===== src/mipsExecPkg.sv =====
`default_nettype none

package mipsExecPkg;

	////////////////////
	// Architectural sizes
	////////////////////
	localparam int wordWidth = 32;
	localparam int regIdxWidth = 5;
	localparam int numRegs = 32;

	typedef logic [wordWidth-1:0] word_t;
	typedef logic [regIdxWidth-1:0] regIdx_t;

	// Register-format view of an instruction
	typedef struct packed {
		logic [5:0] opcode;
		regIdx_t rs;
		regIdx_t rt;
		regIdx_t rd;
		logic [4:0] shamt;
		logic [5:0] funct;
	} rType_t;

	// Immediate-format view, same 32 bits
	typedef struct packed {
		logic [5:0] opcode;
		regIdx_t rs;
		regIdx_t rt;
		logic [15:0] imm;
	} iType_t;

	typedef union packed {
		rType_t r;
		iType_t i;
	} instrWord_t;

	// Operations understood by the ALU
	typedef enum logic [4:0] {
		opAdd, opAddu, opSub, opSubu,
		opAnd, opOr, opXor, opNor,
		opSlt, opSltu,
		opSll, opSrl, opSra,
		opSllv, opSrlv, opSrav,
		opLui
	} aluOp_t;

	////////////////////
	// Opcodes
	////////////////////
	localparam logic [5:0] opcodeSpecial = 6'b000000;
	localparam logic [5:0] opcodeAddiu = 6'b001001;
	localparam logic [5:0] opcodeOri = 6'b001101;
	localparam logic [5:0] opcodeLui = 6'b001111;

	// SPECIAL funct codes, arithmetic and logic
	localparam logic [5:0] functAdd = 6'b100000;
	localparam logic [5:0] functAddu = 6'b100001;
	localparam logic [5:0] functSub = 6'b100010;
	localparam logic [5:0] functSubu = 6'b100011;
	localparam logic [5:0] functAnd = 6'b100100;
	localparam logic [5:0] functOr = 6'b100101;
	localparam logic [5:0] functXor = 6'b100110;
	localparam logic [5:0] functNor = 6'b100111;
	localparam logic [5:0] functSlt = 6'b101010;
	localparam logic [5:0] functSltu = 6'b101011;
	// Fixed shifts
	localparam logic [5:0] functSll = 6'b000000;
	localparam logic [5:0] functSrl = 6'b000010;
	localparam logic [5:0] functSra = 6'b000011;
	// Variable shifts
	localparam logic [5:0] functSllv = 6'b000100;
	localparam logic [5:0] functSrlv = 6'b000110;
	localparam logic [5:0] functSrav = 6'b000111;

endpackage

`default_nettype wire


===== src/decodeBus.sv =====
`timescale 1ns/1ps
`default_nettype none

interface decodeBus import mipsExecPkg::*; ();

	// Operation and operand selection
	aluOp_t op;
	regIdx_t rsIdx;
	regIdx_t rtIdx;
	regIdx_t destIdx;
	// Already extended to a full word
	word_t imm;
	// srcB from imm instead of rt
	logic useImm;
	logic writeEn;
	logic illegal;

	// Decoder drives every field
	modport decoder (
		output op,
		output rsIdx,
		output rtIdx,
		output destIdx,
		output imm,
		output useImm,
		output writeEn,
		output illegal
	);

	// Controller side, register indices go straight to the register file
	modport control (
		input op,
		input destIdx,
		input imm,
		input useImm,
		input writeEn,
		input illegal
	);

endinterface

`default_nettype wire


===== src/execControl.sv =====
`timescale 1ns/1ps
`default_nettype none

module execControl import mipsExecPkg::*; (
	input logic clk,
	input logic arstN,
	input logic instrReq,
	input word_t instrIn,
	output logic instrAck,
	output instrWord_t latchedInstr,
	decodeBus.control bus,
	input word_t rdDataA,
	input word_t rdDataB,
	output aluOp_t aluOp,
	output word_t aluA,
	output word_t aluB,
	output logic [4:0] aluShamt,
	input word_t aluResult,
	input logic aluOverflow,
	output logic wrEn,
	output regIdx_t wrIdx,
	output word_t wrData,
	output word_t resultOut,
	output logic resultOverflow,
	output logic resultIllegal
);

	localparam logic [1:0] stIdle = 2'd0;
	localparam logic [1:0] stExec = 2'd1;
	localparam logic [1:0] stAck = 2'd2;

	logic [1:0] state;

	////////////////////
	// Operand routing
	////////////////////
	assign aluOp = bus.op;
	assign aluA = rdDataA;
	assign aluB = bus.useImm ? bus.imm : rdDataB;
	assign aluShamt = latchedInstr.r.shamt;

	// Write back only in execute, skip faults and register zero
	assign wrEn = (state == stExec) && bus.writeEn && !bus.illegal && !aluOverflow
		&& (bus.destIdx != '0);
	assign wrIdx = bus.destIdx;
	assign wrData = aluResult;

	assign instrAck = (state == stAck);

	// Instruction word held for the whole transaction
	always_ff @(posedge clk)
	begin
		if (state == stIdle && instrReq)
		begin
			latchedInstr <= instrIn;
		end
	end

	////////////////////
	// Handshake FSM
	////////////////////
	always_ff @(posedge clk or negedge arstN)
	begin
		if (!arstN)
		begin
			state <= stIdle;
			resultOut <= '0;
			resultOverflow <= 1'b0;
			resultIllegal <= 1'b0;
		end
		else
		begin
			case (state)
				stIdle:
				begin
					if (instrReq)
					begin
						state <= stExec;
					end
				end
				stExec:
				begin
					// Capture result, ack follows
					resultOut <= bus.illegal ? '0 : aluResult;
					resultOverflow <= aluOverflow && !bus.illegal;
					resultIllegal <= bus.illegal;
					state <= stAck;
				end
				stAck:
				begin
					// Hold until the master lets go
					if (!instrReq)
					begin
						state <= stIdle;
					end
				end
				default: state <= stIdle;
			endcase
		end
	end

	// Ack only answers a request held across the whole execute step
	assert property (@(posedge clk) disable iff (!arstN)
		$rose(instrAck) |-> (instrReq && $past(instrReq)))
	else $error("instrAck rose without a pending request");

	// Result held steady for the whole acknowledge phase
	assert property (@(posedge clk) disable iff (!arstN)
		(instrAck && $past(instrAck)) |-> $stable(resultOut))
	else $error("resultOut changed while acknowledged");

endmodule

`default_nettype wire


===== src/instrDecoder.sv =====
`timescale 1ns/1ps
`default_nettype none

module instrDecoder import mipsExecPkg::*; (
	input instrWord_t instr,
	decodeBus.decoder bus
);

	always_comb
	begin
		// Defaults for R-type
		bus.op = opAddu;
		bus.rsIdx = instr.r.rs;
		bus.rtIdx = instr.r.rt;
		bus.destIdx = instr.r.rd;
		bus.imm = '0;
		bus.useImm = 1'b0;
		bus.writeEn = 1'b1;
		bus.illegal = 1'b0;

		case (instr.r.opcode)
			opcodeSpecial:
			begin
				case (instr.r.funct)
					functAdd: bus.op = opAdd;
					functAddu: bus.op = opAddu;
					functSub: bus.op = opSub;
					functSubu: bus.op = opSubu;
					functAnd: bus.op = opAnd;
					functOr: bus.op = opOr;
					functXor: bus.op = opXor;
					functNor: bus.op = opNor;
					functSlt: bus.op = opSlt;
					functSltu: bus.op = opSltu;
					functSll: bus.op = opSll;
					functSrl: bus.op = opSrl;
					functSra: bus.op = opSra;
					functSllv: bus.op = opSllv;
					functSrlv: bus.op = opSrlv;
					functSrav: bus.op = opSrav;
					default:
					begin
						// Unknown funct
						bus.illegal = 1'b1;
						bus.writeEn = 1'b0;
					end
				endcase
			end
			opcodeAddiu:
			begin
				// Sign-extended immediate, no overflow trap
				bus.op = opAddu;
				bus.imm = {{16{instr.i.imm[15]}}, instr.i.imm};
				bus.useImm = 1'b1;
				bus.destIdx = instr.i.rt;
			end
			opcodeOri:
			begin
				bus.op = opOr;
				bus.imm = {16'h0000, instr.i.imm};
				bus.useImm = 1'b1;
				bus.destIdx = instr.i.rt;
			end
			opcodeLui:
			begin
				// ALU moves the low half up
				bus.op = opLui;
				bus.imm = {16'h0000, instr.i.imm};
				bus.useImm = 1'b1;
				bus.destIdx = instr.i.rt;
			end
			default:
			begin
				// Unsupported opcode
				bus.illegal = 1'b1;
				bus.writeEn = 1'b0;
			end
		endcase
	end

endmodule

`default_nettype wire


===== src/mipsAlu.sv =====
`timescale 1ns/1ps
`default_nettype none

module mipsAlu import mipsExecPkg::*; (
	input aluOp_t op,
	input word_t srcA,
	input word_t srcB,
	input logic [4:0] shamt,
	output word_t result,
	output logic overflow
);

	word_t sum;
	word_t diff;
	logic lessSigned;
	logic lessUnsigned;
	logic addOvf;
	logic subOvf;

	////////////////////
	// Shared arithmetic
	////////////////////
	assign sum = srcA + srcB;
	assign diff = srcA - srcB;

	// SLT signed, SLTU plain magnitude
	assign lessSigned = $signed(srcA) < $signed(srcB);
	assign lessUnsigned = srcA < srcB;

	// Same-sign operands, result sign flipped
	assign addOvf = (srcA[31] == srcB[31]) && (sum[31] != srcA[31]);
	// Opposite-sign operands, result takes sign of srcB
	assign subOvf = (srcA[31] != srcB[31]) && (diff[31] != srcA[31]);

	// Only the trapping forms report it
	assign overflow = ((op == opAdd) && addOvf) || ((op == opSub) && subOvf);

	////////////////////
	// Result mux
	////////////////////
	always_comb
	begin
		case (op)
			opAdd, opAddu: result = sum;
			opSub, opSubu: result = diff;
			opAnd: result = srcA & srcB;
			opOr: result = srcA | srcB;
			opXor: result = srcA ^ srcB;
			opNor: result = ~(srcA | srcB);
			opSlt: result = {31'd0, lessSigned};
			opSltu: result = {31'd0, lessUnsigned};
			// Fixed shifts, amount from shamt
			opSll: result = srcB << shamt;
			opSrl: result = srcB >> shamt;
			opSra: result = $signed(srcB) >>> shamt;
			// Variable shifts, amount from rs low bits
			opSllv: result = srcB << srcA[4:0];
			opSrlv: result = srcB >> srcA[4:0];
			opSrav: result = $signed(srcB) >>> srcA[4:0];
			// Immediate into upper half
			opLui: result = {srcB[15:0], 16'h0000};
			default: result = '0;
		endcase
	end

endmodule

`default_nettype wire


===== src/mipsExecTop.sv =====
`timescale 1ns/1ps
`default_nettype none

module mipsExecTop import mipsExecPkg::*; (
	input logic clk,
	input logic arstN,
	input logic instrReq,
	input word_t instrIn,
	output logic instrAck,
	output word_t resultOut,
	output logic resultOverflow,
	output logic resultIllegal
);

	instrWord_t latchedInstr;
	word_t rdDataA;
	word_t rdDataB;
	aluOp_t aluOp;
	word_t aluA;
	word_t aluB;
	logic [4:0] aluShamt;
	word_t aluResult;
	logic aluOverflow;
	logic wrEn;
	regIdx_t wrIdx;
	word_t wrData;

	// Decoded fields, decoder to controller
	decodeBus decBus ();

	////////////////////
	// Datapath
	////////////////////
	instrDecoder decoderInst (
		.instr (latchedInstr),
		.bus (decBus.decoder)
	);

	// Read indices taken straight off the decode bus
	regFile regFileInst (
		.clk (clk),
		.arstN (arstN),
		.rdIdxA (decBus.rsIdx),
		.rdIdxB (decBus.rtIdx),
		.rdDataA (rdDataA),
		.rdDataB (rdDataB),
		.wrEn (wrEn),
		.wrIdx (wrIdx),
		.wrData (wrData)
	);

	mipsAlu aluInst (
		.op (aluOp),
		.srcA (aluA),
		.srcB (aluB),
		.shamt (aluShamt),
		.result (aluResult),
		.overflow (aluOverflow)
	);

	////////////////////
	// Control
	////////////////////
	execControl controlInst (
		.clk (clk),
		.arstN (arstN),
		.instrReq (instrReq),
		.instrIn (instrIn),
		.instrAck (instrAck),
		.latchedInstr (latchedInstr),
		.bus (decBus.control),
		.rdDataA (rdDataA),
		.rdDataB (rdDataB),
		.aluOp (aluOp),
		.aluA (aluA),
		.aluB (aluB),
		.aluShamt (aluShamt),
		.aluResult (aluResult),
		.aluOverflow (aluOverflow),
		.wrEn (wrEn),
		.wrIdx (wrIdx),
		.wrData (wrData),
		.resultOut (resultOut),
		.resultOverflow (resultOverflow),
		.resultIllegal (resultIllegal)
	);

endmodule

`default_nettype wire


===== src/regFile.sv =====
`timescale 1ns/1ps
`default_nettype none

module regFile import mipsExecPkg::*; (
	input logic clk,
	input logic arstN,
	input regIdx_t rdIdxA,
	input regIdx_t rdIdxB,
	output word_t rdDataA,
	output word_t rdDataB,
	input logic wrEn,
	input regIdx_t wrIdx,
	input word_t wrData
);

	// Register zero has no storage
	word_t regs [1:numRegs-1];

	////////////////////
	// Write port
	////////////////////
	always_ff @(posedge clk or negedge arstN)
	begin
		if (!arstN)
		begin
			for (int i = 1; i < numRegs; i++)
			begin
				regs[i] <= '0;
			end
		end
		else if (wrEn && wrIdx != '0)
		begin
			regs[wrIdx] <= wrData;
		end
	end

	////////////////////
	// Read ports
	////////////////////
	// Index zero reads as constant zero
	assign rdDataA = (rdIdxA == '0) ? '0 : regs[rdIdxA];
	assign rdDataB = (rdIdxB == '0) ? '0 : regs[rdIdxB];

	// Written data reads back next cycle, register zero still reads zero
	property writeReadsBack;
		@(posedge clk) disable iff (!arstN)
		wrEn |=>
			((rdIdxA != $past(wrIdx)
				|| rdDataA == (($past(wrIdx) == '0) ? '0 : $past(wrData)))
			&& (rdIdxB != $past(wrIdx)
				|| rdDataB == (($past(wrIdx) == '0) ? '0 : $past(wrData))));
	endproperty

	assert property (writeReadsBack)
	else $error("register read did not return the value written to it");

endmodule

`default_nettype wire


===== config.mk =====
export PLATFORM = sky130hd
export DESIGN_NAME = mipsExecTop
export DESIGN_NICKNAME = d
export VERILOG_FILES = /design/src/mipsExecPkg.sv /design/src/decodeBus.sv /design/src/execControl.sv /design/src/instrDecoder.sv /design/src/mipsAlu.sv /design/src/mipsExecTop.sv /design/src/regFile.sv
export SDC_FILE = /design/constraint.sdc
export NUM_CORES = 2
export LEC_CHECK = 0
export BUFFER_PORTS_ARGS = -buffer_cell sky130_fd_sc_hd__buf_2
export CAP_MARGIN = 0
export CORE_MARGIN = 1.5
export CORE_UTILIZATION = 45
export CTS_CLUSTER_SIZE = 40
export DETAILED_ROUTE_END_ITERATION = 10
export GPL_TIMING_DRIVEN = 0
export PLACE_DENSITY_LB_ADDON = 0.05
export RECOVER_POWER = 100
export SLEW_MARGIN = 20
export SYNTH_ARGS = -nofsm -noshare
export SYNTH_HDL_FRONTEND = slang
export SYNTH_SLANG_ARGS = --single-unit

===== constraint.sdc =====
create_clock -name clk -period 17.1 [get_ports clk]
set_input_delay 4.275 -clock clk [delete_from_list [all_inputs] [get_ports clk]]
set_output_delay 4.275 -clock clk [all_outputs]
set_load 0.01 [all_outputs]

Word-level counts from Yosys, hierarchy flattened
Cells that the tools add are included.
W data, S select, Z words.
{"block": "word_totals", "in_bits": 35, "latch_bits": 0, "mem_count": 0, "output_inout_bits": 35, "ramBits": 0, "wordCells": 153, "romBits": 0, "regBits": 1060}
{"block": "op_classes", "div_mod_pow": 0, "add_sub_neg": 2, "n_shift": 6, "n_reduce_logical": 28, "n_bitwise": 7, "n_mux": 26, "n_lt_le_gt_ge": 6, "n_eq_ne": 42, "mul": 0}
{"op": "$bwmux W992", "count": 1}
{"op": "$pmux W32 S15", "count": 1}
{"op": "$bmux W32 S5", "count": 2}
{"op": "$mux W32", "count": 9}
{"op": "$demux W32 S5", "count": 1}
{"op": "$lt A32 B32 Y1", "count": 2}
{"op": "$pmux W32 S2", "count": 1}
{"op": "$shl A32 B5 Y32", "count": 2}
{"op": "$shr A32 B5 Y32", "count": 2}
{"op": "$sshr A32 B5 Y32", "count": 2}
{"op": "$eq A6 B6 Y1 const B", "count": 10}
{"op": "$pmux W4 S15", "count": 1}
{"op": "$eq A5 B4 Y1 const B", "count": 8}
{"op": "$add A32 B32 Y32", "count": 1}
{"op": "$and A32 B32 Y32", "count": 1}
{"op": "$not A32 Y32", "count": 1}
{"op": "$or A32 B32 Y32", "count": 1}
{"op": "$sub A32 B32 Y32", "count": 1}
{"op": "$xor A32 B32 Y32", "count": 1}
{"op": "$eq A5 B3 Y1 const B", "count": 4}
{"op": "$eq A6 B3 Y1 const B", "count": 3}
{"op": "$eq A6 B4 Y1 const B", "count": 3}
{"op": "$ge A6 B6 Y1 const B", "count": 3}
{"op": "$not A5 Y6", "count": 3}
{"op": "other kinds (27)", "count": 53}

Logic depth before layout (Yosys ltp)
{"block": "depth", "word_depth": 15, "depth_mapped": 29, "ltp_nobuf": 20}

By module
From an unflattened synthesis, not the netlist that was laid out.
{"block": "hier_totals", "hier_cells": 5511, "area_unflattened_um2": 68284.2}
{"module": "regFile", "instances": 1, "cells_per_inst": 3612, "seq_area_each_um2": 24823.8, "area_per_inst_um2": 53491.3}
{"module": "mipsAlu", "instances": 1, "cells_per_inst": 1547, "seq_area_each_um2": 0.0, "area_per_inst_um2": 10488.8}
{"module": "execControl", "instances": 1, "cells_per_inst": 265, "seq_area_each_um2": 1861.8, "area_per_inst_um2": 3709.8}
{"module": "instrDecoder", "instances": 1, "cells_per_inst": 87, "seq_area_each_um2": 0.0, "area_per_inst_um2": 594.3}

Least setup slack after synthesis
Ideal clock, no wire load.
{"block": "synth_path", "path_kind": "reg2reg", "startpoint": "register controlInst.latchedInstr[21] (netlist bit)", "endpoint": "register regFileInst.regs[100] (netlist bit)", "required_time_ns": 16.975, "path_stages_with_launch": 26, "period_less_slack_ns": 7.301, "setup_slack_ns": 9.799, "n_path_buf": 10, "t_arrival_ns": 7.177, "setup_time_ns": 0.125, "path_cell_list": "edfxtp_1 -> buf_4 -> buf_6 -> buf_6 -> buf_2 -> clkbuf_1 -> clkbuf_1 -> buf_1 -> mux4_2 -> mux4_2 -> nor2_1 -> or2_2 -> ha_1 -> clkbuf_1 -> or3_1 -> nor2_1 -> or4b_1 -> a211oi_1 -> o21ai_1 -> a32o_1 -> o22ai_1 -> nand2_1 -> buf_2 -> nor3_2 -> buf_2 -> mux2_2"}
{"block": "synth_via", "elab_chain_len": 14, "word_cells_on_any_way": 30, "classes_between": "add/sub (2); eq/ne (4); shift (3); mux (6); bitwise (5); reduce/logical (10)"}
{"item": "start: declaration", "line_no": "execControl.sv:10", "rtl": "output instrWord_t latchedInstr,"}
{"item": "start signal: assignment", "line_no": "execControl.sv:55", "rtl": "latchedInstr <= instrIn;"}
{"item": "$not A5 Y6 (not written as such)", "line_no": "regFile.sv:41", "rtl": "assign rdDataA = (rdIdxA == '0) ? '0 : regs[rdIdxA];"}
{"item": "$bmux W32 S5", "line_no": "regFile.sv:41"}
{"item": "$mux W32 (not written as such) (2 in series)", "line_no": "regFile.sv:41"}
{"item": "$mux W32 *", "line_no": "regFile.sv:41"}
{"item": "$add A32 B32 Y32 or $sub A32 B32 Y32 (tied branches)", "line_no": "mipsAlu.sv:23, mipsAlu.sv:24"}
{"item": "$ne A1 B1 Y1, on equally long branches", "line_no": "mipsAlu.sv:31, mipsAlu.sv:33"}
{"item": "$logic_and A1 B1 Y1, on equally long branches", "line_no": "mipsAlu.sv:31, mipsAlu.sv:33"}
{"item": "$logic_and A1 B1 Y1", "line_no": "mipsAlu.sv:36", "rtl": "assign overflow = ((op == opAdd) && addOvf) || ((op == opSub) && subOvf);"}
{"item": "$logic_or A1 B1 Y1", "line_no": "mipsAlu.sv:36"}
{"item": "$logic_not A1 Y1", "line_no": "execControl.sv:43", "rtl": "assign wrEn = (state == stExec) && bus.writeEn && !bus.illegal && !aluOverflow"}
{"item": "$logic_and A1 B1 Y1", "line_no": "execControl.sv:43"}
{"item": "$logic_and A1 B1 Y1", "line_no": "execControl.sv:44", "rtl": "&& (bus.destIdx != '0);"}
{"item": "$logic_and A1 B1 Y1", "line_no": "regFile.sv:31", "rtl": "else if (wrEn && wrIdx != '0)"}
{"item": "end signal: indexed assignment", "line_no": "regFile.sv:33", "rtl": "regs[wrIdx] <= wrData;"}
{"item": "end: declaration", "line_no": "regFile.sv:17", "rtl": "word_t regs [1:numRegs-1];"}
Mark *: on every way between the ends. The rest lies on a longest branch, timed or not. The select of a mux whose other input is x is not followed.
A chain may end at the register's enable or synchronous reset.

Final worst setup path
{"block": "layout_path", "startpoint": "register controlInst.latchedInstr[16] (netlist bit)", "endpoint": "register regFileInst.regs[348] (netlist bit)"}
{"block": "layout_via", "elab_chain_len": 15, "word_cells_on_any_way": 42, "classes_between": "add/sub (2); order compare (2); eq/ne (4); shift (6); mux (10); bitwise (6); reduce/logical (12)"}
{"item": "$not A5 Y6 (not written as such)", "line_no": "regFile.sv:42", "rtl": "assign rdDataB = (rdIdxB == '0) ? '0 : regs[rdIdxB];"}
{"item": "$bmux W32 S5", "line_no": "regFile.sv:42"}
{"item": "$mux W32 (not written as such) (2 in series)", "line_no": "regFile.sv:42"}
{"item": "$mux W32", "line_no": "regFile.sv:42"}
{"item": "$mux W32", "line_no": "execControl.sv:39", "rtl": "assign aluB = bus.useImm ? bus.imm : rdDataB;"}
{"item": "$add A32 B32 Y32 or $sub A32 B32 Y32 (tied branches)", "line_no": "mipsAlu.sv:23, mipsAlu.sv:24"}
{"item": "$ne A1 B1 Y1, on equally long branches", "line_no": "mipsAlu.sv:31, mipsAlu.sv:33"}
{"item": "$logic_and A1 B1 Y1, on equally long branches", "line_no": "mipsAlu.sv:31, mipsAlu.sv:33"}
{"item": "$logic_and A1 B1 Y1", "line_no": "mipsAlu.sv:36"}
{"item": "$logic_or A1 B1 Y1", "line_no": "mipsAlu.sv:36"}
{"item": "$logic_not A1 Y1", "line_no": "execControl.sv:43"}
{"item": "$logic_and A1 B1 Y1", "line_no": "execControl.sv:43"}
{"item": "$logic_and A1 B1 Y1", "line_no": "execControl.sv:44"}
{"item": "$logic_and A1 B1 Y1", "line_no": "regFile.sv:31"}
Several ways; a longest one is shown, not always the timed one. The select of a mux whose other input is x is not followed.

==> results.sh <==
export IMPL_crit_cells=23
export IMPL_die_y_um=387.1
export IMPL_dp_hpwl_um=282300
export IMPL_io_buffers=69
export IMPL_start_util=0.4544
export IMPL_fin_crit_ps=15280
export IMPL_yosys_top_cells_count="dfrtp_1 (1028), mux2_2 (631), nor2_1 (628), a21oi_1 (592), mux4_2 (478)"
export IMPL_clock_fmax_mhz=65.42
export IMPL_grt_pass1_vias=57060
export IMPL_antenna_found_initial=19
export IMPL_p_seq_frac=0.272
export IMPL_drv_cap=11
export IMPL_num_io_pins=70
export IMPL_slowest_stage="a221oi_1"
export IMPL_synth_avg_cell_area_um2=11.11
export IMPL_postSynthCellCount=5978
export IMPL_path_cells="clkbuf_1 -> clkbuf_1 -> clkbuf_1 -> inv_1 -> clkbuf_1 -> clkbuf_1 -> mux2i_1 -> a32oi_1 -> o211a_1 -> inv_1 -> ha_1 -> or4_1 -> nor3_1 -> and3b_1 -> a21bo_1 -> o41ai_1 -> a221oi_1 -> nor2_1 -> o21ai_0 -> xnor2_1 -> a221oi_1 -> clkbuf_1 -> o21ai_0"
export IMPL_crit_buf_inv=8
export IMPL_yosysWarnings=0
export IMPL_holdCritPathClass="reg -> reg"
export IMPL_syn_to_final_growth_pct=12.39
export IMPL_synthMuxAreaShare=0.2996
export IMPL_start_kind="register"
export IMPL_synth_area_top_cells="dfrtp_1 (39%), mux4_2 (16%), mux2_2 (11%)"
export IMPL_synth_edf_count=32
export IMPL_synth_simple_area_share=0.09127
export IMPL_final_core_util=0.5107
export IMPL_dieArea_um2=149800
export IMPL_reg2reg_depth=23
export IMPL_gr_usage_all_layers=0.4833
export IMPL_path_class="reg -> reg"
export IMPL_core_area_um2=146100
export IMPL_cts_root_buf="clkbuf_16"
export IMPL_gp_congestion=1.119
export IMPL_post_route_cell_area_um2=74610
export IMPL_power_leakage_uw=0.03297
export IMPL_fin_ws_ps=1815
export IMPL_violations="capacitance limit, slew limit"
export IMPL_place_ws_ps=4961
export IMPL_cellPowerDensity_nw_per_um2=137.1
export IMPL_slowest_delay_ps=2190
export IMPL_post_cts_setup_buffer_count=0
export IMPL_r2r_start="controlInst.latchedInstr[16]"
export IMPL_setup_viol=0
export IMPL_slew_violations=321
export IMPL_max_slew_worst_pin_slew_ps=4721
export IMPL_cp_required_ps=17730
export IMPL_synth_compound_area_frac=0.1387
export IMPL_route_detailed_drc=0
export IMPL_h_tree_depth=3
export IMPL_cts_buffer_depth=3
export IMPL_regArea_um2=26690
export IMPL_ys_async_sr_fraction=0.9698
export IMPL_cts_sinks=1060
export IMPL_ys_flop_type="dfrtp_1"
export IMPL_synthAdderAreaFrac=0.02001
export IMPL_slew_limit_headroom=-2.148
export IMPL_cts_buffers=118
export IMPL_drtIter0Drc=9724
export IMPL_vias_per_cell=7.284
export IMPL_cts_hold_buf=0
export IMPL_worstPathMaxFanout=10
export IMPL_drt_first_pass_iters=9
export IMPL_synth_top_family_by_area="multiplexers"
export IMPL_ant_nets=0
export IMPL_dr_total_vias=60190
export IMPL_skew_ps=112.5
export IMPL_ys_ff_latch=1060
export IMPL_routed_wl_um=367800
export IMPL_grt_max_degree=135
export IMPL_clock_latency_ps=800
export IMPL_grt_setup_unrepaired="no"
export IMPL_cpLargestDelayFamily="buffers and inverters"
export IMPL_critPathArrivalTime_ps=15910
export IMPL_drive_above_1_share=0.2785
export IMPL_timing_rr_end="regFileInst.regs[348]"
export IMPL_overflow=0
export IMPL_synth_top_cell_by_area="dfrtp_1"
export IMPL_grt_pass1_wl_um=493800
export IMPL_cts_repair_resized=0
export IMPL_endpoint="regFileInst.regs[348]"
export IMPL_multi_input_area_um2=37120
export IMPL_yosysUniqueCellTypes=105
export IMPL_peakVddDrop_mv=0.1009
export IMPL_p_int_uw=5381
export IMPL_period_share=0.8939
export IMPL_tritoncts="built"
export IMPL_syn_area_um2=66390
export IMPL_nets=6373
export IMPL_rrSetupSlack_ps=1820
export IMPL_cpMostUsedCell="clkbuf_1"
export IMPL_fp_row_count=140
export IMPL_p_comb_frac=0.460
export IMPL_finalHoldViolCount=0
export IMPL_finalSetupTns_ps=0
export IMPL_nFillCells=13290
export IMPL_synth_seq_area_share=0.4020
export IMPL_fp_dieW_um=387.1
export IMPL_clk_pin_slew_ps=60
export IMPL_synthesis_nets=6118
export IMPL_netSwitchingFraction=0.4741
export IMPL_wl_per_cell_um=44.51
export IMPL_synthXorXnorAreaFrac=0.004749
export IMPL_synth_most_common_cell="dfrtp_1"
export IMPL_p_switching_uw=4851
export IMPL_startpoint="controlInst.latchedInstr[16]"
export IMPL_holdWs_ps=481.2
export IMPL_dpl_cell_area_um2=70670
export IMPL_cp_end_kind="register"
export IMPL_status="complete, but fails checks"
export IMPL_clkPwrFrac=0.268
export IMPL_synth_top_area_share=0.3875
## worst min path at each step
stage	startpoint	endpoint	slack, ps	cells past startpoint
final	controlInst.resultOut[9]	controlInst.resultOut[9]	480	2
after CTS	controlInst.resultOut[10]	controlInst.resultOut[10]	480	2
after global routing	controlInst.resultOut[20]	controlInst.resultOut[20]	510	2
after floorplan	controlInst.state[1]	controlInst.state[0]	440	1
after detailed placement	controlInst.resultOut[10]	controlInst.resultOut[10]	470	2
after global placement	controlInst.state[1]	controlInst.state[0]	450	1
## logic make-up after synthesis
logic type      after synthesis
compound gates             1433
xor+xnor                     36
fa+ha+maj                   105
buf+inv                     677
flops                      1060
mux                        1310
simple gates               1357
## layout by cell type, fill, tap and decap left out, types with 51 or more instances in the layout
| master | synthesis | routed |
|---|---|---|
| dfrtp_1 | 1028 | 1028 |
| mux2_2 | 631 | 631 |
| nor2_1 | 628 | 621 |
| a21oi_1 | 592 | 589 |
| mux4_2 | 478 | 478 |
| clkbuf_1 | 280 | 370 |
| nand2_1 | 320 | 320 |
| buf_2 | 195 | 204 |
| o21ai_0 | 196 | 198 |
| mux2i_1 | 197 | 195 |
| clkbuf_16 | 0 | 119 |
| inv_1 | 117 | 117 |
| ha_1 | 103 | 103 |
| nor3_1 | 98 | 97 |
| nand3_1 | 81 | 81 |
| a22o_1 | 58 | 58 |
| a211oi_1 | 52 | 51 |
## metal layers
metal	GRT usage	wire length (µm)
met1	0.6093	132800
met4	0.4001	38820
met3	0.1620	46930
met5	0.006061	277
met2	0.6706	149000
## metrics by stage
step / std cells / total power (µW)
2_1_floorplan: 5978 / 4933
3_3_place_gp: 7964 / 7141
3_5_place_dp: 8028 / 7267
4_1_cts: 8248 / 9974
5_1_grt: 8251 / 10300
6_report: 8263 / 10230
## layout make-up
class,instances,area share
Antenna cell,13,0.0004360
Buffer,558,0.03324
Clock buffer,174,0.04724
Clock inverter,46,0.008502
Inverter,119,0.005987
Multi-Input combinational cell,4241,0.4976
Sequential cell,1060,0.3576
Tap cell,1917,0.03215
Timing Repair Buffer,135,0.01726
## state kept, by name (all words and copies together), names as in the netlist
signal                      cells
controlInst.resultIllegal       1
controlInst.resultOut          32
controlInst.latchedInstr       32
controlInst.resultOverflow      1
regFileInst.regs              992
controlInst.state               2
## worst reg2reg max path, cell delays in order (launching register included)
cell and delay, ps:
edfxtp_1 320, clkbuf_1 650, clkbuf_1 1120, clkbuf_1 1750, inv_1 720, clkbuf_1 840
clkbuf_1 880, mux2i_1 300, a32oi_1 430, o211a_1 900, inv_1 620, ha_1 640
or4_1 160, nor3_1 70, and3b_1 210, a21bo_1 270, o41ai_1 800, a221oi_1 300
nor2_1 300, o21ai_0 150, xnor2_1 360, a221oi_1 2190, clkbuf_1 950, o21ai_0 230
## power by group through the flow
stage          Clock [µW]  Combinational [µW]  Sequential (µW)
3_5_place_dp            0                4450             2820
3_3_place_gp            0                4320             2820
6_report             2740                4710             2780
4_1_cts              2740                4460             2770
5_1_grt              2830                4670             2790
2_1_floorplan           0                2160             2780
Note: power is estimated with default switching activity, not from simulation.
